--- src/rtl/sifhPkg.sv ---
package sifhPkg;

    localparam int sampleWidth     = 12;              // bits per time sample
    localparam int binWidth        = 6;               // bits of a bin index
    localparam int binsPerHist     = 1 << binWidth;
    localparam int pixelCount      = 4;
    localparam int pixelWidth      = 2;
    localparam int samplesPerPixel = 8;               // per pixel per acquisition
    localparam int acqCount        = 2;               // acquisitions per pass
    localparam int countWidth      = 8;               // saturating bin count

    localparam int sampleCntWidth  = $clog2(samplesPerPixel);
    localparam int acqCntWidth     = $clog2(acqCount);

    // half the fine window width
    localparam logic [sampleWidth-1:0] halfWindow = 32;
    localparam logic [sampleWidth-1:0] sampleTop  = '1;   // top of sample range

    // one sample word read whole in the fine pass or split in the coarse pass
    typedef union packed {
        logic [sampleWidth-1:0] raw;
        struct packed {
            logic [binWidth-1:0]             coarseBin;
            logic [sampleWidth-binWidth-1:0] fraction;
        } coarse;
    } sampleWord_t;

    // decode to execute
    typedef struct packed {
        logic                  valid;
        logic                  fine;        // pass mode of this sample
        logic [pixelWidth-1:0] pixel;
        logic [binWidth-1:0]   bin;
        logic                  lastOfPass;
    } binEvent_t;

    // execute to result
    typedef struct packed {
        logic                  valid;
        logic                  fine;
        logic [pixelWidth-1:0] pixel;
        logic [binWidth-1:0]   bin;
        logic [countWidth-1:0] count;      // count after this sample
        logic                  lastOfPass;
    } countUpdate_t;

    // low edge of each pixel's fine window
    typedef logic [pixelCount-1:0][sampleWidth-1:0] windowArray_t;

endpackage

--- src/rtl/binAccumulate.sv ---
module binAccumulate (
    input  logic                  clk,
    input  logic                  combin_res,
    input  sifhPkg::binEvent_t    binEvent,
    output sifhPkg::countUpdate_t update
);

    // one histogram per pixel
    logic [sifhPkg::countWidth-1:0] countMem [sifhPkg::pixelCount][sifhPkg::binsPerHist];
    logic [sifhPkg::pixelCount-1:0][sifhPkg::binsPerHist-1:0] binValid;
    logic [sifhPkg::countWidth-1:0] storedCount;
    logic [sifhPkg::countWidth-1:0] nextCount;

    always_comb begin
        // a bin without its valid bit reads as empty
        if (binValid[binEvent.pixel][binEvent.bin]) begin
            storedCount = countMem[binEvent.pixel][binEvent.bin];
        end else begin
            storedCount = '0;
        end

        if (&storedCount) begin
            nextCount = storedCount;       // saturate
        end else begin
            nextCount = storedCount + 1'b1;
        end
    end

    always_ff @(posedge clk) begin
        if (binEvent.valid) begin
            countMem[binEvent.pixel][binEvent.bin] <= nextCount;
        end
    end

    always_ff @(posedge clk or negedge combin_res) begin
        if (!combin_res) begin
            binValid <= '0;
        end else if (binEvent.lastOfPass) begin
            binValid <= '0;                // whole memory empty for the next pass
        end else if (binEvent.valid) begin
            binValid[binEvent.pixel][binEvent.bin] <= 1'b1;
        end
    end

    always_ff @(posedge clk or negedge combin_res) begin
        if (!combin_res) begin
            update <= '0;
        end else begin
            update.valid      <= binEvent.valid;
            update.fine       <= binEvent.fine;
            update.pixel      <= binEvent.pixel;
            update.bin        <= binEvent.bin;
            update.count      <= binEvent.valid ? nextCount : '0;
            update.lastOfPass <= binEvent.lastOfPass;
        end
    end

endmodule

--- src/rtl/histogramTop.sv ---
module histogramTop (
    input  logic                           clk,
    input  logic                           combin_res,
    input  logic                           sampleValid,
    input  sifhPkg::sampleWord_t           sample,
    output logic                           fineMode,
    output logic                           peakValid,
    output logic [sifhPkg::pixelWidth-1:0] peakPixel,
    output sifhPkg::sampleWord_t           peakTime
);

    sifhPkg::windowArray_t windows;
    sifhPkg::binEvent_t    binEvent;
    sifhPkg::countUpdate_t update;

    sampleDecode decodeStage (
        .clk        (clk),
        .combin_res (combin_res),
        .sampleValid(sampleValid),
        .sample     (sample),
        .windows    (windows),
        .binEvent   (binEvent),
        .fineMode   (fineMode)
    );

    binAccumulate executeStage (
        .clk        (clk),
        .combin_res (combin_res),
        .binEvent   (binEvent),
        .update     (update)
    );

    peakTracker resultStage (
        .clk        (clk),
        .combin_res (combin_res),
        .update     (update),
        .windows    (windows),     // fed back to decode
        .peakValid  (peakValid),
        .peakPixel  (peakPixel),
        .peakTime   (peakTime)
    );

endmodule

--- src/rtl/peakTracker.sv ---
module peakTracker (
    input  logic                           clk,
    input  logic                           combin_res,
    input  sifhPkg::countUpdate_t          update,
    output sifhPkg::windowArray_t          windows,
    output logic                           peakValid,
    output logic [sifhPkg::pixelWidth-1:0] peakPixel,
    output sifhPkg::sampleWord_t           peakTime
);

    logic [sifhPkg::countWidth-1:0] maxCount [sifhPkg::pixelCount];
    logic [sifhPkg::binWidth-1:0]   peakBin  [sifhPkg::pixelCount];
    logic                           passDone;    // one cycle after the last update
    logic                           passFine;    // mode of the pass that just ended
    logic [sifhPkg::pixelCount-1:0][sifhPkg::sampleWidth-1:0] pendingTime;
    logic [sifhPkg::pixelWidth-1:0] nextPixel;

    // clamped low edge of the fine window around a coarse peak
    function automatic logic [sifhPkg::sampleWidth-1:0] placeWindow(
        input logic [sifhPkg::binWidth-1:0] coarsePeak
    );
        logic [sifhPkg::sampleWidth-1:0] centre;
        centre = {coarsePeak, {(sifhPkg::sampleWidth - sifhPkg::binWidth){1'b0}}};
        if (centre <= sifhPkg::halfWindow) begin
            return '0;
        end else if (centre >= sifhPkg::sampleTop - sifhPkg::halfWindow) begin
            return sifhPkg::sampleTop - (sifhPkg::halfWindow << 1) + 1'b1;
        end
        return centre - sifhPkg::halfWindow;
    endfunction

    function automatic logic [sifhPkg::sampleWidth-1:0] fineTime(
        input logic [sifhPkg::sampleWidth-1:0] low,
        input logic [sifhPkg::binWidth-1:0]    bin
    );
        return low + {{(sifhPkg::sampleWidth - sifhPkg::binWidth){1'b0}}, bin};
    endfunction

    assign nextPixel = peakPixel + 1'b1;

    always_ff @(posedge clk) begin
        if (passDone && passFine) begin
            for (int i = 0; i < sifhPkg::pixelCount; i++) begin
                pendingTime[i] <= fineTime(windows[i], peakBin[i]);
            end
        end
    end

    always_ff @(posedge clk or negedge combin_res) begin
        if (!combin_res) begin
            for (int i = 0; i < sifhPkg::pixelCount; i++) begin
                maxCount[i] <= '0;
                peakBin[i]  <= '0;
            end
            passDone  <= 1'b0;
            passFine  <= 1'b0;
            windows   <= '0;
            peakValid <= 1'b0;
            peakPixel <= '0;
            peakTime  <= '0;
        end else begin
            passDone <= update.lastOfPass;
            if (update.lastOfPass) begin
                passFine <= update.fine;
            end

            if (passDone) begin
                for (int i = 0; i < sifhPkg::pixelCount; i++) begin
                    maxCount[i] <= '0;             // fresh maxima for the next pass
                    peakBin[i]  <= '0;
                    if (!passFine) begin
                        windows[i] <= placeWindow(peakBin[i]);
                    end
                end
            end else if (update.valid && (update.count > maxCount[update.pixel])) begin
                maxCount[update.pixel] <= update.count;   // ties keep earlier bin
                peakBin[update.pixel]  <= update.bin;
            end

            // walk the pixels after a fine pass
            if (passDone && passFine) begin
                peakValid     <= 1'b1;
                peakPixel     <= '0;
                peakTime.raw  <= fineTime(windows[0], peakBin[0]);
            end else if (peakValid) begin
                if (peakPixel == sifhPkg::pixelWidth'(sifhPkg::pixelCount - 1)) begin
                    peakValid <= 1'b0;
                end else begin
                    peakPixel    <= nextPixel;
                    peakTime.raw <= pendingTime[nextPixel];
                end
            end
        end
    end

endmodule

--- src/rtl/sampleDecode.sv ---
module sampleDecode (
    input  logic                  clk,
    input  logic                  combin_res,
    input  logic                  sampleValid,
    input  sifhPkg::sampleWord_t  sample,
    input  sifhPkg::windowArray_t windows,
    output sifhPkg::binEvent_t    binEvent,
    output logic                  fineMode
);

    logic [sifhPkg::sampleCntWidth-1:0] sampleCnt;
    logic [sifhPkg::pixelWidth-1:0]     pixelCnt;
    logic [sifhPkg::acqCntWidth-1:0]    acqCnt;
    logic                               passMode;     // mode of samples arriving now
    logic [1:0]                         modeDelay;    // lines fineMode up with the windows
    logic                               lastSample;
    logic [sifhPkg::sampleWidth-1:0]    low;
    logic [sifhPkg::sampleWidth-1:0]    offset;
    logic                               inWindow;
    sifhPkg::binEvent_t                 nextEvent;

    assign lastSample = (sampleCnt == sifhPkg::sampleCntWidth'(sifhPkg::samplesPerPixel - 1))
                     && (pixelCnt == sifhPkg::pixelWidth'(sifhPkg::pixelCount - 1))
                     && (acqCnt == sifhPkg::acqCntWidth'(sifhPkg::acqCount - 1));

    always_comb begin
        low      = windows[pixelCnt];
        offset   = sample.raw - low;
        inWindow = (sample.raw >= low) && (offset[sifhPkg::sampleWidth-1:sifhPkg::binWidth] == '0);

        nextEvent.valid      = sampleValid && (!passMode || inWindow); // outliers dropped
        nextEvent.fine       = passMode;
        nextEvent.pixel      = pixelCnt;
        nextEvent.bin        = passMode ? offset[sifhPkg::binWidth-1:0] : sample.coarse.coarseBin;
        nextEvent.lastOfPass = sampleValid && lastSample;
    end

    always_ff @(posedge clk or negedge combin_res) begin
        if (!combin_res) begin
            sampleCnt <= '0;
            pixelCnt  <= '0;
            acqCnt    <= '0;
            passMode  <= 1'b0;
            modeDelay <= '0;
            fineMode  <= 1'b0;
            binEvent  <= '0;
        end else begin
            binEvent  <= nextEvent;
            modeDelay <= {modeDelay[0], passMode};
            fineMode  <= modeDelay[1];
            if (sampleValid) begin
                if (sampleCnt == sifhPkg::sampleCntWidth'(sifhPkg::samplesPerPixel - 1)) begin
                    sampleCnt <= '0;
                    if (pixelCnt == sifhPkg::pixelWidth'(sifhPkg::pixelCount - 1)) begin
                        pixelCnt <= '0;
                        if (acqCnt == sifhPkg::acqCntWidth'(sifhPkg::acqCount - 1)) begin
                            acqCnt   <= '0;
                            passMode <= ~passMode;   // coarse and fine alternate
                        end else begin
                            acqCnt <= acqCnt + 1'b1;
                        end
                    end else begin
                        pixelCnt <= pixelCnt + 1'b1;
                    end
                end else begin
                    sampleCnt <= sampleCnt + 1'b1;
                end
            end
        end
    end

endmodule

--- config.mk ---
export PLATFORM = sky130hd
export DESIGN_NAME = histogramTop
export DESIGN_NICKNAME = d
export VERILOG_FILES = /design/src/rtl/sifhPkg.sv /design/src/rtl/binAccumulate.sv /design/src/rtl/histogramTop.sv /design/src/rtl/peakTracker.sv /design/src/rtl/sampleDecode.sv
export SDC_FILE = /design/constraint.sdc
export NUM_CORES = 2
export LEC_CHECK = 0
export BUFFER_PORTS_ARGS = -buffer_cell sky130_fd_sc_hd__buf_4
export CELL_PAD_IN_SITES_DETAIL_PLACEMENT = 2
export CELL_PAD_IN_SITES_GLOBAL_PLACEMENT = 2
export CORE_ASPECT_RATIO = 0.7
export CORE_UTILIZATION = 48
export DETAILED_ROUTE_END_ITERATION = 8
export PLACE_DENSITY_LB_ADDON = 0.1
export REMOVE_ABC_BUFFERS = 1
export SETUP_SLACK_MARGIN = 0.5
export SYNTH_ARGS = -nofsm -noshare
export SYNTH_HDL_FRONTEND = slang
export SYNTH_SLANG_ARGS = --single-unit
--- constraint.sdc ---
create_clock -name clk -period 16 [get_ports clk]
set_input_delay 1.6 -clock clk [delete_from_list [all_inputs] [get_ports clk]]
set_output_delay 1.6 -clock clk [all_outputs]
set_load 0.01 [all_outputs]
---- Word level (Yosys, flattened, before mapping) ----
Memories as Yosys holds them, arrays and structs flattened.
Index checks and enable logic that the tools add are counted.
storage, ports and cells
  RAM bits ................................ 2,048
  input port bits ......................... 15
  word-level logic and storage cells ...... 187
  memories kept ........................... 1
  register bits ........................... 465
memories
  memory                 words  bits a word  read ports  clocked after Yosys merged registers in  write ports  line                source
  executeStage.countMem  4      512          1           0                                        1            binAccumulate.sv:9  logic [sifhPkg::countWidth-1:0] countMem [sifhPkg::pixelCount][sifhPkg::binsPerHist];
operators by class
  eq/ne operators ......................... 4
  add/subtract/negate cells ............... 14
  reductions and logical operators ........ 23
  order comparisons ....................... 20
  muxes and demuxes ....................... 78
  bitwise logic cells ..................... 5
operators by type and width
  operator                                                                count
  256-bit two-way mux                                                     2
  512-bit two-way mux                                                     1
  256-bit OR                                                              1
  12-bit two-way mux                                                      17
  64-bit binary-select mux with 2-bit select                              1
  64-bit demux with 2-bit select                                          1
  64-bit two-way mux                                                      2
  8-bit two-way mux                                                       9
  32-bit two-way mux                                                      2
  12-bit by 6-bit adder with 12-bit output                                4
  12-bit binary-select mux with 2-bit select                              2
  8-bit binary-select mux with 6-bit select                               1
  8-bit demux with 6-bit select                                           1
  12-bit >= comparator, second input constant                             4
  12-bit by 6-bit <= comparator with 1-bit output, second input constant  4
  24-bit two-way mux                                                      2
  12-bit by 6-bit subtractor with 12-bit output, second input constant    4
  32-bit bitwise mux                                                      1
  24-bit bitwise mux                                                      1
  1-bit two-way mux                                                       23
  8-bit binary-select mux with 2-bit select                               1
  8-bit demux with 2-bit select                                           1
  6-bit demux with 2-bit select                                           1
  12-bit >= comparator                                                    1
  other kinds (34)                                                        57

---- Logic depth before layout (Yosys ltp) ----
  depth after elaboration ................. 9
  mapped depth ............................ 15

---- Cells and area by module ----
Synthesis repeated with hierarchy kept, for this count alone.
second synthesis, totals
  cell total of the unflattened synthesis .. 6,124
  area total of the unflattened synthesis .. 99,673.1 um2
by module, submodules not included
  module         cells each  instances  area each (um2)  seq. area each (um2)
  binAccumulate  5,384       1          90,704.5         68,380.6
  peakTracker    584         1          7,304.5          3,968.8
  sampleDecode   156         1          1,664.1          500.5

---- Worst setup path after synthesis ----
OpenSTA, ideal clock, no wires.
  path type ............................... flip-flop to flip-flop
  start point ............................. reg decodeStage.binEvent[3] (netlist name)
  end point ............................... mem executeStage.countMem[0][103] in the netlist's numbering (data pin)
  setup slack ............................. 4,556 ps
  stages on the path, launching flop included .. 16
  arrival ................................. 9,811 ps
  clock period less this slack ............ 11,444 ps
  path through ............................ dfrtp_1 -> buf_2 -> or4b_1 -> buf_2 -> buf_2 -> o22ai_1 -> nor4_1 -> a21oi_1 -> nor4_2 -> nand2_2 -> buf_6 -> and2_1 -> ha_1 -> a22o_1 -> nand2_1 -> mux2i_1
on the way
  word-level cells in the longest chain between the ends .. 7
ends and longest elaborated chain
  element                                                                               line                                      source
  6-bit inverter with 7-bit output (implied by the code)                                binAccumulate.sv:17                       storedCount = countMem[binEvent.pixel][binEvent.bin];
  8-bit binary-select mux with 6-bit select                                             binAccumulate.sv:17
  8-bit two-way mux (implied by the code) (2 in a row)                                  binAccumulate.sv:17
  8-bit two-way mux (*)                                                                 binAccumulate.sv:16                       if (binValid[binEvent.pixel][binEvent.bin]) begin
  8-bit by 1-bit adder with 8-bit output / 8-bit AND reduction (equally long branches)  binAccumulate.sv:25, binAccumulate.sv:22
  8-bit two-way mux (*)                                                                 binAccumulate.sv:22                       if (&storedCount) begin
  net executeStage.nextCount (one bit)                                                  binAccumulate.sv:12                       logic [sifhPkg::countWidth-1:0] nextCount;
  end, declared                                                                         binAccumulate.sv:9
Mark *: on every way through the listed nets, which the timed path passes. The rest lies on a longest branch. The select of a mux whose other input is x is not followed.

---- Worst setup path in the final report ----
  start point ............................. reg decodeStage.binEvent[8] (netlist name)
  end point ............................... mem executeStage.countMem[2][348] in the netlist's numbering (data pin)
on the way
  word-level cells in the longest chain between the ends .. 7
ends and longest elaborated chain
  element                                                                                                      line
  memory 4 x 512 bit / 64-bit binary-select mux with 2-bit select (equally long branches)                      n/a
  8-bit binary-select mux with 6-bit select / 64-bit two-way mux (equally long branches)                       binAccumulate.sv:17, binAccumulate.sv:16
  8-bit two-way mux (implied by the code) / 1-bit binary-select mux with 6-bit select (equally long branches)  binAccumulate.sv:17, binAccumulate.sv:16
  8-bit two-way mux (implied by the code) / 1-bit two-way mux (equally long branches)                          binAccumulate.sv:17, binAccumulate.sv:16
  8-bit two-way mux (*)                                                                                        binAccumulate.sv:16
  8-bit by 1-bit adder with 8-bit output / 8-bit AND reduction (equally long branches)                         binAccumulate.sv:25, binAccumulate.sv:22
  8-bit two-way mux (*)                                                                                        binAccumulate.sv:22
  net executeStage.nextCount (one bit)                                                                         binAccumulate.sv:12
Marked as above.

==> metrics <==
CP required=16.55 ns; antenna violations before repair=11; root buf cell=clkbuf_16; # setup viols final=0; # hold bufs at CTS=0; core area=203000 um2; Placement Setup Slack=6.86 ns; Synth warnings=0; peak supply drop=0.000180 V; Critical R2R Capture=executeStage.countMem[2][348]; register area share after synthesis=0.738; Post-DP HPWL=210000 um; H-tree depth=4; CP Data Arrival Time=9.90 ns; Relative slew margins=-0.0324; Post-Synth XOR/XNOR Area=0.00328; Worst setup EP type=flop; die area=207000 um2; leakage=39.1 nW; Mapped Cells=6190; min-delay src=decodeStage.modeDelay[0]; NumNets Final=6360; Min Hold Slack=0.353 ns; Fillers=18000; main combinational cell family by area after synthesis=multiplexers; Synth Area in Compound Gates=0.0467; most common cell in the netlist=edfxtp_1; Initial Utilization=0.486; Final Critical Period=9.34 ns; DRC viols=0; vias=59600; measured slew at the worst slew-check pin=1.55 ns; maximum number of pins on one net before global-route repair=197; Crit path largest cell delay=1.02 ns; I/O Pins=31; average cell area after synthesis=15.9 um2; Final Util=0.541; Placer Congestion=0.815; Bufs on Longest Clock Path=4; Sink Count=2491; outcome=finished with violations; vias in the first global route=63300; Async SR Flop Fraction=0.159; overall power=0.0173 W; Clock Pin Slew Worst Setup and Hold Paths=0.06 ns; Worst-Skew Late Latency=0.91 ns; violated checks=max-capacitance violations, max-slew violations; first-pass GRT wire length=486000 um; Post-DRT Antenna Nets=0; Die Width=544 um; type of the worst min-delay path=flop to flop; synth top area cells=edfxtp_1, mux2i_1, dfrtp_1, o22ai_1, nor2_1; maximum fanout along the worst path=106; setup TNS=0 ns; mux cell area share after synthesis=0.132; drt total wl=345000 um; Worst Path Buf+Inv=6; share of cells above drive strength 1=0.106; Post-CTS Setup Bufs=0; Routed wire per std cell=37.4 um; skew final=0.0671 ns; Hold Path Depth=0; Final Max Tran Viols=36; Levels on crit path=17; Num CTS Buffers=239; multi-input logic area=24100 um2; Crit-path slowest cell=dfrtp_4; row count=138; cts repair resizes=0; worst r2r src=decodeStage.binEvent[8]; startpoint types=flop; Max-cap violations=1; Worst Setup Slack, final=6.66 ns; die height=381 um; M1 wire length=150000 um; I/O Buffers=30; highest routed layer=met5; critical path's top delay family=buffers and inverters; number of synthesized register bits=2491; top cell type's share of synthesized area=0.638; Setup CP Type=flop to flop; Initial DRC Count=6495; CTS tree=built; TritonRoute pass-1 iters=5; top_reg_cell synth=edfxtp_1; fmax=107 MHz; reg2reg path depth=17; drt via density=6.45; worst path cell trace=buf_12 -> buf_4 -> buf_4 -> mux2i_1 -> o22ai_1 -> nor4_1 -> buf_4 -> a21oi_1 -> nor4_2 -> nand2_2 -> and2_1 -> ha_1 -> nand3_1 -> xnor2_1 -> a21o_4 -> buf_4 -> buf_4; met2 routed WL=158000 um; Post-synth EDFFs=2096; register area=72800 um2; cell area after synthesis=98700 um2; Area growth, synth to finish=11.3%; total track usage=0.331; Hold Path End=decodeStage.modeDelay[1]; Synth area leader=edfxtp_1; gr ovfl total=0; Post-Synth Simple-Gate Area=0.0557; worst reg2reg setup slack=6.66 ns; number of library cell types mapped by synthesis=63; met3 wire length=27200 um; RSZ-0062 raised after global routing=false; commonest cells in the netlist=edfxtp_1, mux2i_1, nor2_1; Worst path most repeated cell=buf_4; Tcrit/Tclk final=0.584; Final Hold Viols=0; P per Cell Area=158 nW/um2; Adder-Cell Fraction of Synth Area=0.00426
[layer usage]
metal  global-route usage  up-vias
li1                     -    24100
met1                0.485    32400
met2                0.511     2601
met3               0.0555      534
met4               0.0962       12
met5                    0        -
[layout by cell type, fill, tap and decap left out, types with 9 or more instances in the layout]
cell / synthesis / layout
mux2_2: 10 / 10
a21oi_1: 87 / 87
xnor2_1: 23 / 23
nor4_1: 160 / 157
o22ai_1: 576 / 576
mux2i_1: 1225 / 1224
xor2_1: 14 / 14
and3_1: 10 / 10
bufinv_16: 0 / 12
clkinv_1: 1 / 40
clkinv_2: 0 / 44
edfxtp_1: 2096 / 2096
nand3_1: 23 / 21
clkbuf_16: 0 / 242
ha_1: 32 / 32
nand2_1: 139 / 135
clkbuf_1: 104 / 66
buf_4: 33 / 227
dfrtp_1: 395 / 389
o21ai_0: 36 / 36
nor2b_1: 12 / 10
clkbuf_8: 0 / 28
mux4_2: 27 / 27
nor2_1: 819 / 813
buf_12: 0 / 9
inv_1: 29 / 29
o21ba_2: 19 / 19
[report_power, final]
part	total, W	leakage (nW)	switching (W)	internal, W
combinational	0.00384	10.9	0.00253	0.00131
sequential	0.00790	24.5	0.000252	0.00765
clock	0.00561	3.68	0.00252	0.00309
[cells by family (layout without fill, tap and decap cells)]
group | Yosys count | after routing
AO/OA/AOI/OAI | 742 | 742
XOR/XNOR | 37 | 37
adder cells (fa/ha/maj) | 33 | 33
buffers and inverters | 388 | 707
flip-flops | 2491 | 2491
multiplexers | 1262 | 1262
other | 0 | 4
AND/OR/NAND/NOR | 1237 | 1237
[worst max-delay path by stage]
stage	slack, ns	to	start
2_1_floorplan	-33.27	executeStage.countMem[3][64]	decodeStage.binEvent[8]
3_3_place_gp	7.31	executeStage.countMem[0][372]	decodeStage.binEvent[8]
3_5_place_dp	6.86	executeStage.countMem[2][372]	decodeStage.binEvent[8]
4_1_cts	6.80	executeStage.countMem[0][380]	decodeStage.binEvent[8]
5_1_grt	6.36	executeStage.countMem[0][380]	decodeStage.binEvent[8]
6_report	6.66	executeStage.countMem[2][348]	decodeStage.binEvent[8]
[stage by stage]
step | instances | area, um2
detailed placement | 8800 | 102000
global route | 9239 | 110000
floorplan | 5832 | 96800
finish | 9243 | 110000
global placement | 8799 | 102000
CTS | 9238 | 110000
[sequential cells by signal, indices dropped and copies added, names as in the netlist, 3 cells and up]
signal,count
executeStage.update,18
resultStage.peakBin,24
executeStage.binValid,256
resultStage.pendingTime,48
decodeStage.binEvent,10
executeStage.countMem,2048
resultStage.maxCount,32
resultStage.windows,28
decodeStage.sampleCnt,3
resultStage.peakTime,12
[cell type report]
type,count,share of cell area
diodes,4,0.0000911
clock buffers,336,0.0609
clock inverters,102,0.00710
inverters,30,0.00103
multi-input cells,3311,0.219
flip-flops and latches,2491,0.663
well taps,2730,0.0311
repair buffers,239,0.0175
(Power assumes the default switching activity.)
